[src/hdl/div_macros.svh]
// width constants for the divide unit, included by the packages, RTL and testbench
`ifndef DIV_MACROS_SVH
`define DIV_MACROS_SVH

// operand and result width
`define DIV_XLEN 64

// one-hot operation code width
`define DIV_OP_W 8

// iteration counter, must hold DIV_XLEN
`define DIV_CNT_W 7

`endif

[src/hdl/div_ctrl_pkg.sv]
// control sequencing types of the iterative divider, shared with the protocol checks
`default_nettype none

package div_ctrl_pkg;

  // ========================================
  // divider FSM states
  // ========================================
  typedef enum logic [1:0] {
    ST_IDLE = 2'd0, // waiting for div_valid_i
    ST_ITER = 2'd1, // shift-subtract loop running
    ST_DONE = 2'd2  // result held until consumed
  } div_state_e;

  // encoding 2'd3 unused, FSM falls back to idle

endpackage

`default_nettype wire

[src/hdl/div_op_pkg.sv]
// operation code and special-case result types shared by the divide unit blocks
`default_nettype none

`include "div_macros.svh"

package div_op_pkg;

  // ========================================
  // one-hot operation code
  // ========================================
  // word forms end in W and work on the low 32 bits only
  typedef enum logic [`DIV_OP_W-1:0] {
    OP_NONE = 8'b0000_0000, // no op, also tags a special result
    REM     = 8'b1000_0000, // signed remainder
    REMU    = 8'b0100_0000, // unsigned remainder
    REMUW   = 8'b0010_0000, // unsigned remainder, word
    REMW    = 8'b0001_0000, // signed remainder, word
    DIV     = 8'b0000_1000, // signed quotient
    DIVU    = 8'b0000_0100, // unsigned quotient
    DIVUW   = 8'b0000_0010, // unsigned quotient, word
    DIVW    = 8'b0000_0001  // signed quotient, word
  } div_op_e;

  // ========================================
  // special-case result
  // ========================================
  // hit set for divide by zero or signed overflow
  typedef struct packed {
    logic                 hit;   // loop is skipped
    logic [`DIV_XLEN-1:0] value; // final result, already sign-extended
  } special_res_t;

endpackage

`default_nettype wire

[src/hdl/div_special_case.sv]
// detects divide by zero and signed overflow and gives the RISC-V defined result for each op
`timescale 1ns/1ps
`default_nettype none

`include "div_macros.svh"

module div_special_case (
  input  div_op_pkg::div_op_e      div_op_i,
  input  logic [`DIV_XLEN-1:0]     dividend_i,
  input  logic [`DIV_XLEN-1:0]     divisor_i,
  output div_op_pkg::special_res_t special_o
);

  // ========================================
  // condition detection
  // ========================================
  logic                 zero_64;
  logic                 zero_32;
  logic                 ovf_64;
  logic                 ovf_32;
  logic [`DIV_XLEN-1:0] dividend_sext32;
  logic [`DIV_XLEN-1:0] all_ones;

  assign zero_64 = ~|divisor_i;
  assign zero_32 = ~|divisor_i[31:0]; // word ops ignore the upper half

  // most negative value divided by -1
  assign ovf_64 = (dividend_i == {1'b1, {(`DIV_XLEN-1){1'b0}}}) && (&divisor_i);
  assign ovf_32 = (dividend_i[31:0] == 32'h8000_0000) && (&divisor_i[31:0]);

  assign dividend_sext32 = {{(`DIV_XLEN-32){dividend_i[31]}}, dividend_i[31:0]};
  assign all_ones        = {`DIV_XLEN{1'b1}};

  // ========================================
  // per-op records
  // ========================================
  div_op_pkg::special_res_t rem_r;
  div_op_pkg::special_res_t remu_r;
  div_op_pkg::special_res_t remuw_r;
  div_op_pkg::special_res_t remw_r;
  div_op_pkg::special_res_t div_r;
  div_op_pkg::special_res_t divu_r;
  div_op_pkg::special_res_t divuw_r;
  div_op_pkg::special_res_t divw_r;
  div_op_pkg::special_res_t no_hit;

  // remainder: dividend on zero divisor, zero on overflow
  assign rem_r   = '{hit: zero_64 | ovf_64, value: zero_64 ? dividend_i : '0};
  assign remu_r  = '{hit: zero_64, value: dividend_i};
  assign remuw_r = '{hit: zero_32, value: dividend_sext32};
  assign remw_r  = '{hit: zero_32 | ovf_32, value: zero_32 ? dividend_sext32 : '0};

  // quotient: all ones on zero divisor, dividend on overflow
  assign div_r   = '{hit: zero_64 | ovf_64, value: zero_64 ? all_ones : dividend_i};
  assign divu_r  = '{hit: zero_64, value: all_ones};
  assign divuw_r = '{hit: zero_32, value: all_ones};
  assign divw_r  = '{hit: zero_32 | ovf_32, value: zero_32 ? all_ones : dividend_sext32};

  assign no_hit = '{hit: 1'b0, value: '0}; // OP_NONE or unknown code

  key_select_mux #(
    .NR_KEY  (8),
    .KEY_LEN (`DIV_OP_W),
    .data_t  (div_op_pkg::special_res_t)
  ) i_special_mux (
    .key_i     (div_op_i),
    .default_i (no_hit),
    .lut_i     ({div_op_pkg::REM,   rem_r,
                 div_op_pkg::REMU,  remu_r,
                 div_op_pkg::REMUW, remuw_r,
                 div_op_pkg::REMW,  remw_r,
                 div_op_pkg::DIV,   div_r,
                 div_op_pkg::DIVU,  divu_r,
                 div_op_pkg::DIVUW, divuw_r,
                 div_op_pkg::DIVW,  divw_r}),
    .out_o     (special_o)
  );

endmodule

`default_nettype wire

[src/hdl/div_unit.sv]
// top level of the RV64M divide unit, special-case checker feeding the iterative divider
`timescale 1ns/1ps
`default_nettype none

`include "div_macros.svh"

module div_unit (
  input  logic                 clk,
  input  logic                 rst_n,
  input  logic                 div_valid_i,    // start strobe
  input  div_op_pkg::div_op_e  div_op_i,
  input  logic [`DIV_XLEN-1:0] dividend_i,
  input  logic [`DIV_XLEN-1:0] divisor_i,
  input  logic                 result_ready_i,
  output logic [`DIV_XLEN-1:0] div_out_o,
  output logic                 div_stall_o,    // busy
  output logic                 result_ok_o     // done
);

  div_op_pkg::special_res_t special;

  // ========================================
  // divide by zero and overflow check
  // ========================================
  div_special_case i_special (
    .div_op_i   (div_op_i),
    .dividend_i (dividend_i),
    .divisor_i  (divisor_i),
    .special_o  (special)
  );

  // ========================================
  // iterative divider
  // ========================================
  iter_divider i_divider (
    .clk            (clk),
    .rst_n          (rst_n),
    .div_valid_i    (div_valid_i),
    .div_op_i       (div_op_i),
    .dividend_i     (dividend_i),
    .divisor_i      (divisor_i),
    .special_i      (special),
    .result_ready_i (result_ready_i),
    .div_out_o      (div_out_o),
    .div_stall_o    (div_stall_o),
    .result_ok_o    (result_ok_o)
  );

endmodule

`default_nettype wire

[src/hdl/iter_divider.sv]
// restoring shift-subtract divider with control FSM, operand conditioning and result fix-up
`timescale 1ns/1ps
`default_nettype none

`include "div_macros.svh"

module iter_divider (
  input  logic                     clk,
  input  logic                     rst_n,
  input  logic                     div_valid_i,
  input  div_op_pkg::div_op_e      div_op_i,
  input  logic [`DIV_XLEN-1:0]     dividend_i,
  input  logic [`DIV_XLEN-1:0]     divisor_i,
  input  div_op_pkg::special_res_t special_i,
  input  logic                     result_ready_i,
  output logic [`DIV_XLEN-1:0]     div_out_o,
  output logic                     div_stall_o,
  output logic                     result_ok_o
);

  // ========================================
  // state and registers
  // ========================================
  div_ctrl_pkg::div_state_e state_q;
  div_ctrl_pkg::div_state_e state_d;
  logic [`DIV_CNT_W-1:0]    cnt_q;   // iterations left
  div_op_pkg::div_op_e      op_q;    // OP_NONE marks a special result
  logic [2*`DIV_XLEN-1:0]   rq_q;    // {remainder, quotient}
  logic [`DIV_XLEN-1:0]     dvs_q;   // absolute divisor
  logic                     q_neg_q;
  logic                     r_neg_q;

  logic accept;
  logic iter_step;

  assign accept    = (state_q == div_ctrl_pkg::ST_IDLE) && div_valid_i;
  assign iter_step = (state_q == div_ctrl_pkg::ST_ITER) && (cnt_q != '0);

  // ========================================
  // operand conditioning
  // ========================================
  logic                 op_word;
  logic                 op_signed;
  logic [`DIV_XLEN-1:0] dvd_ext;
  logic [`DIV_XLEN-1:0] dvs_ext;
  logic                 dvd_neg;
  logic                 dvs_neg;
  logic [`DIV_XLEN-1:0] dvd_abs;
  logic [`DIV_XLEN-1:0] dvs_abs;

  assign op_word   = div_op_i inside {div_op_pkg::REMUW, div_op_pkg::REMW,
                                      div_op_pkg::DIVUW, div_op_pkg::DIVW};
  assign op_signed = div_op_i inside {div_op_pkg::REM, div_op_pkg::REMW,
                                      div_op_pkg::DIV, div_op_pkg::DIVW};

  // word ops only see the low half, sign-extended
  assign dvd_ext = op_word ? {{(`DIV_XLEN-32){dividend_i[31]}}, dividend_i[31:0]} : dividend_i;
  assign dvs_ext = op_word ? {{(`DIV_XLEN-32){divisor_i[31]}}, divisor_i[31:0]} : divisor_i;

  assign dvd_neg = op_signed & dvd_ext[`DIV_XLEN-1];
  assign dvs_neg = op_signed & dvs_ext[`DIV_XLEN-1];

  assign dvd_abs = dvd_neg ? -dvd_ext : dvd_ext;
  assign dvs_abs = dvs_neg ? -dvs_ext : dvs_ext;

  // ========================================
  // iteration step
  // ========================================
  logic [`DIV_XLEN:0]     diff;    // 65 bits, msb is the borrow
  logic [2*`DIV_XLEN-1:0] rq_step;

  // shifted partial remainder minus divisor
  assign diff = rq_q[2*`DIV_XLEN-1:`DIV_XLEN-1] - {1'b0, dvs_q};

  assign rq_step = diff[`DIV_XLEN] ? {rq_q[2*`DIV_XLEN-2:0], 1'b0} :
                                     {diff[`DIV_XLEN-1:0], rq_q[`DIV_XLEN-2:0], 1'b1};

  // ========================================
  // control FSM
  // ========================================
  always_comb begin
    state_d = state_q;
    case (state_q)
      div_ctrl_pkg::ST_IDLE: begin
        if (div_valid_i) begin
          state_d = special_i.hit ? div_ctrl_pkg::ST_DONE : div_ctrl_pkg::ST_ITER;
        end
      end
      div_ctrl_pkg::ST_ITER: begin
        if (cnt_q == '0) begin
          state_d = div_ctrl_pkg::ST_DONE; // terminal-count cycle
        end
      end
      div_ctrl_pkg::ST_DONE: begin
        if (result_ready_i) begin
          state_d = div_ctrl_pkg::ST_IDLE;
        end
      end
      default: state_d = div_ctrl_pkg::ST_IDLE;
    endcase
  end

  always_ff @(posedge clk) begin
    if (rst_n) begin
      state_q <= div_ctrl_pkg::ST_IDLE;
      cnt_q   <= '0;
      op_q    <= div_op_pkg::OP_NONE;
    end else begin
      state_q <= state_d;
      if (accept) begin
        op_q  <= special_i.hit ? div_op_pkg::OP_NONE : div_op_i;
        cnt_q <= op_word ? `DIV_CNT_W'(`DIV_XLEN/2) : `DIV_CNT_W'(`DIV_XLEN);
      end else if (iter_step) begin
        cnt_q <= cnt_q - 1'b1;
      end
    end
  end

  // datapath
  always_ff @(posedge clk) begin
    if (accept) begin
      if (special_i.hit) begin
        rq_q <= {{`DIV_XLEN{1'b0}}, special_i.value}; // passed straight out
      end else begin
        // word dividend pre-shifted so 32 steps finish it
        rq_q <= {{`DIV_XLEN{1'b0}},
                 op_word ? {dvd_abs[31:0], 32'b0} : dvd_abs};
      end
      dvs_q   <= op_word ? {32'b0, dvs_abs[31:0]} : dvs_abs;
      q_neg_q <= dvd_neg ^ dvs_neg;
      r_neg_q <= dvd_neg; // remainder follows the dividend
    end else if (iter_step) begin
      rq_q <= rq_step;
    end
  end

  // ========================================
  // result selection
  // ========================================
  logic [`DIV_XLEN-1:0] quot_fix;
  logic [`DIV_XLEN-1:0] rem_fix;
  logic [`DIV_XLEN-1:0] quot_w;
  logic [`DIV_XLEN-1:0] rem_w;

  assign quot_fix = q_neg_q ? -rq_q[`DIV_XLEN-1:0] : rq_q[`DIV_XLEN-1:0];
  assign rem_fix  = r_neg_q ? -rq_q[2*`DIV_XLEN-1:`DIV_XLEN] : rq_q[2*`DIV_XLEN-1:`DIV_XLEN];

  assign quot_w = {{(`DIV_XLEN-32){quot_fix[31]}}, quot_fix[31:0]};
  assign rem_w  = {{(`DIV_XLEN-32){rem_fix[31]}}, rem_fix[31:0]};

  // unsigned ops carry clear sign flags, so the fixed values serve them too
  key_select_mux #(
    .NR_KEY  (8),
    .KEY_LEN (`DIV_OP_W),
    .data_t  (logic [`DIV_XLEN-1:0])
  ) i_result_mux (
    .key_i     (op_q),
    .default_i (rq_q[`DIV_XLEN-1:0]), // special value
    .lut_i     ({div_op_pkg::REM,   rem_fix,
                 div_op_pkg::REMU,  rem_fix,
                 div_op_pkg::REMUW, rem_w,
                 div_op_pkg::REMW,  rem_w,
                 div_op_pkg::DIV,   quot_fix,
                 div_op_pkg::DIVU,  quot_fix,
                 div_op_pkg::DIVUW, quot_w,
                 div_op_pkg::DIVW,  quot_w}),
    .out_o     (div_out_o)
  );

  assign result_ok_o = (state_q == div_ctrl_pkg::ST_DONE);

  // hold the pipeline from the accepting cycle on
  assign div_stall_o = (accept && !special_i.hit) || (state_q == div_ctrl_pkg::ST_ITER);

endmodule

`default_nettype wire

[src/hdl/key_select_mux.sv]
// combinational key-matched lookup mux with a generic payload type and a default output
`timescale 1ns/1ps
`default_nettype none

module key_select_mux #(
  parameter int  NR_KEY  = 2,           // number of lookup entries
  parameter int  KEY_LEN = 1,           // key width
  parameter type data_t  = logic [31:0] // payload type
) (
  input  logic [KEY_LEN-1:0]                           key_i,
  input  data_t                                        default_i,
  input  logic [NR_KEY-1:0][KEY_LEN+$bits(data_t)-1:0] lut_i,     // {key, payload} pairs
  output data_t                                        out_o
);

  localparam int DATA_W = $bits(data_t);

  // keys are expected to be unique, so the scan order does not matter
  always_comb begin
    out_o = default_i;
    for (int i = 0; i < NR_KEY; i++) begin
      // key sits above the payload in every entry
      if (lut_i[i][DATA_W +: KEY_LEN] == key_i) begin
        out_o = data_t'(lut_i[i][DATA_W-1:0]);
      end
    end
  end

endmodule

`default_nettype wire

[config.mk]
export PLATFORM = sky130hd
export DESIGN_NAME = div_unit
export DESIGN_NICKNAME = d
export VERILOG_FILES = /design/src/hdl/div_ctrl_pkg.sv /design/src/hdl/div_op_pkg.sv /design/src/hdl/div_special_case.sv /design/src/hdl/div_unit.sv /design/src/hdl/iter_divider.sv /design/src/hdl/key_select_mux.sv
export VERILOG_INCLUDE_DIRS = /design/src /design/src/hdl
export SDC_FILE = /design/constraint.sdc
export NUM_CORES = 1
export LEC_CHECK = 0
export ABC_CLOCK_PERIOD_IN_PS = 6700
export BUFFER_PORTS_ARGS = -buffer_cell sky130_fd_sc_hd__buf_2
export CAP_MARGIN = 10
export CELL_PAD_IN_SITES_DETAIL_PLACEMENT = 0
export CELL_PAD_IN_SITES_GLOBAL_PLACEMENT = 1
export CORE_MARGIN = 1
export CORE_UTILIZATION = 49
export DETAILED_ROUTE_END_ITERATION = 7
export MAX_ROUTING_LAYER = met4
export PLACE_DENSITY_LB_ADDON = 0.1
export SLEW_MARGIN = 20
export SYNTH_ARGS = -nofsm -noshare
export SYNTH_HDL_FRONTEND = slang
export SYNTH_SLANG_ARGS = --single-unit
[constraint.sdc]
create_clock -name clk -period 6.7 [get_ports clk]
set_input_delay 0.335 -clock clk [delete_from_list [all_inputs] [get_ports clk]]
set_output_delay 0.335 -clock clk [all_outputs]
set_load 0.01 [all_outputs]
### After elaboration in Yosys (flattened, before gate mapping)

Cells that the tools add are included.

| operators by class | value |
|---|---|
| $add $sub $neg | 6 |
| equality and inequality tests | 29 |
| multiplexer cells | 40 |
| bitwise logic cells | 5 |
| reductions and logical operators | 20 |

Operators with widths:

| operator | number |
|---|---|
| $mux 64 | 20 |
| $mux 65 | 8 |
| $mux 128 | 3 |
| $neg 64->64 | 4 |
| $sub 65x64->65 | 1 |
| $eq 64x64->1 const B | 1 |
| $reduce_and 64->1 | 1 |
| $reduce_or 64->1 | 1 |
| $eq 32x32->1 const B | 1 |
| $reduce_and 32->1 | 1 |
| $reduce_or 32->1 | 1 |
| $mux 7 | 3 |
| $eq 1x8->1 const A | 2 |
| $eq 2x8->1 const A | 2 |
| $eq 3x8->1 const A | 2 |
| $eq 4x8->1 const A | 2 |
| $eq 5x8->1 const A | 2 |
| $eq 6x8->1 const A | 2 |
| $eq 7x8->1 const A | 2 |
| $eq 8x8->1 const A | 2 |
| $eq 8x1->1 const B | 1 |
| $eq 8x2->1 const B | 1 |
| $eq 8x4->1 const B | 1 |
| $eq 8x5->1 const B | 1 |
| other kinds (21) | 35 |

| word-level totals | value |
|---|---|
| register bits | 211 |
| input bits | 140 |
| output and inout port bits | 66 |
| word-level logic and storage cells | 108 |

### Depth between registers and ports, before layout

| logic depth | value |
|---|---|
| depth in word-level cells | 14 |
| mapped depth | 15 |
| mapped depth without buffers | 13 |

### Modules after synthesis

From an unflattened synthesis, not the netlist that was laid out.

| unflattened totals | value |
|---|---|
| cell total of the unflattened synthesis | 4236 |
| area total of the unflattened synthesis | 31676.6 µm² |

Modules (own cells, without submodules):

| module | times used | cells each | area an instance (µm²) |
|---|---|---|---|
| iter_divider | 1 | 2355 | 18988.2 |
| key_select_mux at i_special.i_special_mux | 1 | 812 | 5580.4 |
| key_select_mux at i_divider.i_result_mux | 1 | 785 | 5331.4 |
| div_special_case | 1 | 284 | 1776.7 |

### Worst setup path before layout

OpenSTA, ideal clock, no wires.

| timing | value |
|---|---|
| kind | register to register |
| start point | register i_divider.cnt_q[2] |
| end point | register i_divider.rq_q[0] (enable) |
| arrival time | 3.163 ns |
| data required time | 5.586 ns |
| path slack | 2.423 ns |
| stages on the path, launching flop included | 5 |
| buffers on the path | 0 |
| path through | dfxtp_1 > or3_1 > nor2_1 > a31o_2 > nand2_1 |

| on the way | value |
|---|---|
| word-level cells in the longest chain between the ends | 3 |

Ends and longest elaborated chain:

| item | RTL line | RTL |
|---|---|---|
| start, declared | iter_divider.sv:26 | `` logic [`DIV_CNT_W-1:0] cnt_q; `` |
| start signal, assigned | iter_divider.sv:112 | `` cnt_q <= op_word ? `DIV_CNT_W'(`DIV_XLEN/2) : `DIV_CNT_W'(`DIV_XLEN); `` |
| start signal, assigned | iter_divider.sv:114 | `cnt_q <= cnt_q - 1'b1;` |
| $reduce_bool 7->1 | iter_divider.sv:37 | `assign iter_step = (state_q == div_ctrl_pkg::ST_ITER) && (cnt_q != '0);` |
| $logic_and 1x1->1 | iter_divider.sv:37 |  |
| $reduce_bool 2->1 (no source line) | -- |  |
| end signal, assigned | iter_divider.sv:123 | `` rq_q <= {{`DIV_XLEN{1'b0}}, special_i.value}; `` |
| end signal, assigned | iter_divider.sv:126 | `` rq_q <= {{`DIV_XLEN{1'b0}}, `` |
| end signal, assigned | iter_divider.sv:133 | `rq_q <= rq_step;` |
| end, declared | iter_divider.sv:28 | `` logic [2*`DIV_XLEN-1:0] rq_q; `` |

Every way passes these cells.
A chain may end at the register's enable or synchronous reset.

### Final worst setup path

| timing | value |
|---|---|
| start point | register i_divider.rq_q[76] |
| end point | output div_out_o[57] |

| on the way | value |
|---|---|
| word-level cells in the longest chain between the ends | 6 |

Ends and longest elaborated chain:

| item | RTL line | RTL |
|---|---|---|
| $neg 64->64 * | iter_divider.sv:146 | `` assign rem_fix = r_neg_q ? -rq_q[2*`DIV_XLEN-1:`DIV_XLEN] : rq_q[2*`DIV_XLEN-1:`DIV_XLEN]; `` |
| $mux 64 * | iter_divider.sv:146 |  |
| $mux 64 (3 in a row) | key_select_mux.sv:23 | `if (lut_i[i][DATA_W +: KEY_LEN] == key_i) begin` |
| $mux 64 * | key_select_mux.sv:23 |  |
| end, declared | div_unit.sv:15 | `` output logic [`DIV_XLEN-1:0] div_out_o, `` |

Every way passes the cells marked *; elsewhere a longest branch is shown, timed or not.

==> metrics.txt <==
final core utilization=0.551; EDFF count, synth=between 150 and 200; Reg power frac=0.283; fin nets=between 3000 and 4000; max cap viols=0; xor/xnor cell area share of the yosys netlist=0.115; first drt pass iteration count=6; Core ar.=~0.043 mm²; Synth Warn #=0; pre-CTS setup slack=roughly 1.6 ns; Commonest cells post-synth=a21oi_1, nand2_1, o21ai_0, nor2_1, edfxtp_1; total die area=approximately 0.045 mm²; worst-path maximum fanout=29; leading area contributor after synthesis=edfxtp_1; hold crit path type=primary input to register; Max Root-Sink Buffers=3; Logic pwr share=0.558; number of routed nets with antenna violations=0; RSZ-0062 raised after global routing=false; grt total ovfl=0; Final Cell Area=0.0238 mm²; status=finished clean; Reg clk slew, reported paths=roughly 0.060 ns; register area=slightly above 0.006 mm²; die width=211 µm; Post-DP HPWL=between 60000 and 70000 µm; Mapped Nets=3005; top-count cell post-synth=a21oi_1; share of the synthesized area in the top cell type=0.271; area grow syn2layout=10.7%; Async SR Flop Fraction=0; wire length per cell=roughly 24 µm; Gate Count Post-Synth=around 2800; layout cells sized above 1=0.115; Synth Area per Inst=7.69 µm²; cts repair resizes=0; Synth Register Bits=211; Peak VDD IR=about 0.30 mV; initial DRC count=2869; synth top area cells=edfxtp_1, a21oi_1, xnor2_1; CTS tree=built; mapped cell area=~0.021 mm²; Final Skew=0.0141 ns; GRT Util Overall=0.378; combinational family with the most area after synthesis=compound AO/OA/AOI/OAI gates; clk_lat worst skew=0.56 ns; largest net degree at the start of global routing=123; Clock Sinks=around 210; Clk pwr share=0.159; Lkg Pwr=9.00 nW; max-slew violation count=0; post-CTS setup buffer count=0; Met1 Wirelength=37300 µm; final hold violations=0; Multi-input gate area=0.0142 mm²; number of global-route vias before repair=a little over 20000; CTS HTree Levels=1; met2 wire length=35800 µm; via count=about 23000; synth unique cells=82; first-pass GRT wire length=approximately 130000 µm; simple-gate share of the synthesized area=0.218; Ports=~200; hold slack=0.0866 ns; internal power=5.03 mW; multiplexer area fraction after synthesis=0.00280; antenna diode count=0; worst path arrival time=5.26 ns; Setup crit end kind=output pin; Final setup viols=0; Main synth FF type=edfxtp_1; clock root cell=clkbuf_16; Die Ht=around 210 µm; vias per cell=6.56; Sw Ratio=0.484; placed instance area=0.0228 mm²; NetSw=around 4.7 mW; Critical Path RT=between 6 and 7 ns; final setup TNS=0 ns; Synth Area in Compound Gates=0.281; f_max=approximately 180 MHz; final worst slack=around 1.1 ns; critical path class=register to output pin; # DRC=0; register area share after synthesis=0.287; final WL=84000 µm; FP Rows=76; number of hold buffers added after CTS=0; CP startpoint kind=register; fillcell total=between 4000 and 5000; cts bufs inserted=27; WL met3=just under 9000 µm; top sig layer=met4; GP Congestion=1.03; Max-slew headroom=0.199; Synth Area in Adders=0.0423; initial antenna violation count=1; fin crit period=5.60 ns; Tcrit/Tclk final=0.835; power density over the cells=about 400 mW/mm²; slew at the pin closest to its max-slew limit=about 1.2 ns; initial core utilization=0.497; I/O Buffers=~200
-- area by class of cell --
cell class,count,share of cell area
Clock buffer,35,0.0314
Clock inverter,14,0.00800
Inverter,114,0.0182
Multi-Input combinational cell,2280,0.598
Sequential cell,211,0.259
Tap cell,585,0.0308
Timing Repair Buffer,239,0.0539
-- metal layers --
layer  up-vias  GRT usage
met5         -          -
met4         0     0.0900
met3       124     0.0592
met2      1231      0.548
met1     10900      0.547
li1      10600          -
-- critical path, cell delays in order (launching register included) --
cell      delay [ns]
edfxtp_1        0.47
or4_1           0.62
nor4b_1         0.59
nand4_1         0.45
nand2b_1        0.36
o41ai_1         0.40
xnor2_1         0.25
nand3_1         0.82
nand2_1         0.36
o21ai_0         0.13
o21ai_1         0.10
buf_2           0.16
-- cell usage in the layout, fill, tap and decap left out, types with 66 or more instances in the layout --
| cell type | count |
|---|---|
| inv_1 | 112 |
| o211ai_1 | 66 |
| edfxtp_1 | 194 |
| o21ai_0 | 247 |
| a21o_1 | 66 |
| nand3_1 | 99 |
| ha_1 | 71 |
| buf_2 | 205 |
| a21oi_1 | 266 |
| nor2_1 | 221 |
| xnor2_1 | 148 |
| xor2_1 | 133 |
| nand2_1 | 247 |
| nor3_1 | 101 |
-- registers in the layout, summed over array words and instances (netlist names) --
register / flops
i_divider.dvs_q: 64
i_divider.q_neg_q: 1
i_divider.op_q: 8
i_divider.rq_q: 128
i_divider.state_q: 2
i_divider.cnt_q: 7
i_divider.r_neg_q: 1
-- logic make-up after synthesis --
family / Yosys count
AO/OA/AOI/OAI: 967
buffers and inverters: 302
flip-flops: 211
XOR/XNOR: 281
adder cells (fa/ha/maj): 72
AND/OR/NAND/NOR: 954
multiplexers: 6
-- path summary, 6_finish.rpt --
kind                                    start                           endpoint  slack (ns)  depth (start not counted)
max reg2reg      i_divider.rq_q[63]$_DFFE_PP_   i_divider.rq_q[87]$_SDFFCE_PP0P_        1.57                         14
min reg2reg    i_divider.op_q[1]$_SDFFE_PP0P_     i_divider.op_q[1]$_SDFFE_PP0P_        0.49                          2
max          i_divider.rq_q[76]$_SDFFCE_PP0P_                      div_out_o[57]        1.10                         11
min                            result_ready_i  i_divider.state_q[0]$_SDFFE_PP0P_        0.09                          3
-- power groups by stage --
| stage | Sequential, mW | Combinational (mW) | Clock (mW) |
|---|---|---|---|
| floorplan | 2.46 | 3.80 | 0 |
| global placement | 2.74 | 5.28 | 0 |
| detailed placement | 2.75 | 5.31 | 0 |
| CTS | 2.73 | 5.34 | 1.56 |
| global route | 2.79 | 5.92 | 1.60 |
| finish | 2.76 | 5.44 | 1.55 |
-- stage by stage --
| stage | power [mW] | std cells |
|---|---|---|
| 5_1_grt | 10.3 | 3478 |
| 2_1_floorplan | 6.26 | 2793 |
| 3_5_place_dp | 8.06 | 3429 |
| 6_report | 9.75 | 3478 |
| 3_3_place_gp | 8.02 | 3429 |
| 4_1_cts | 9.62 | 3478 |
No activity file was read; power rests on OpenSTA's default activity.
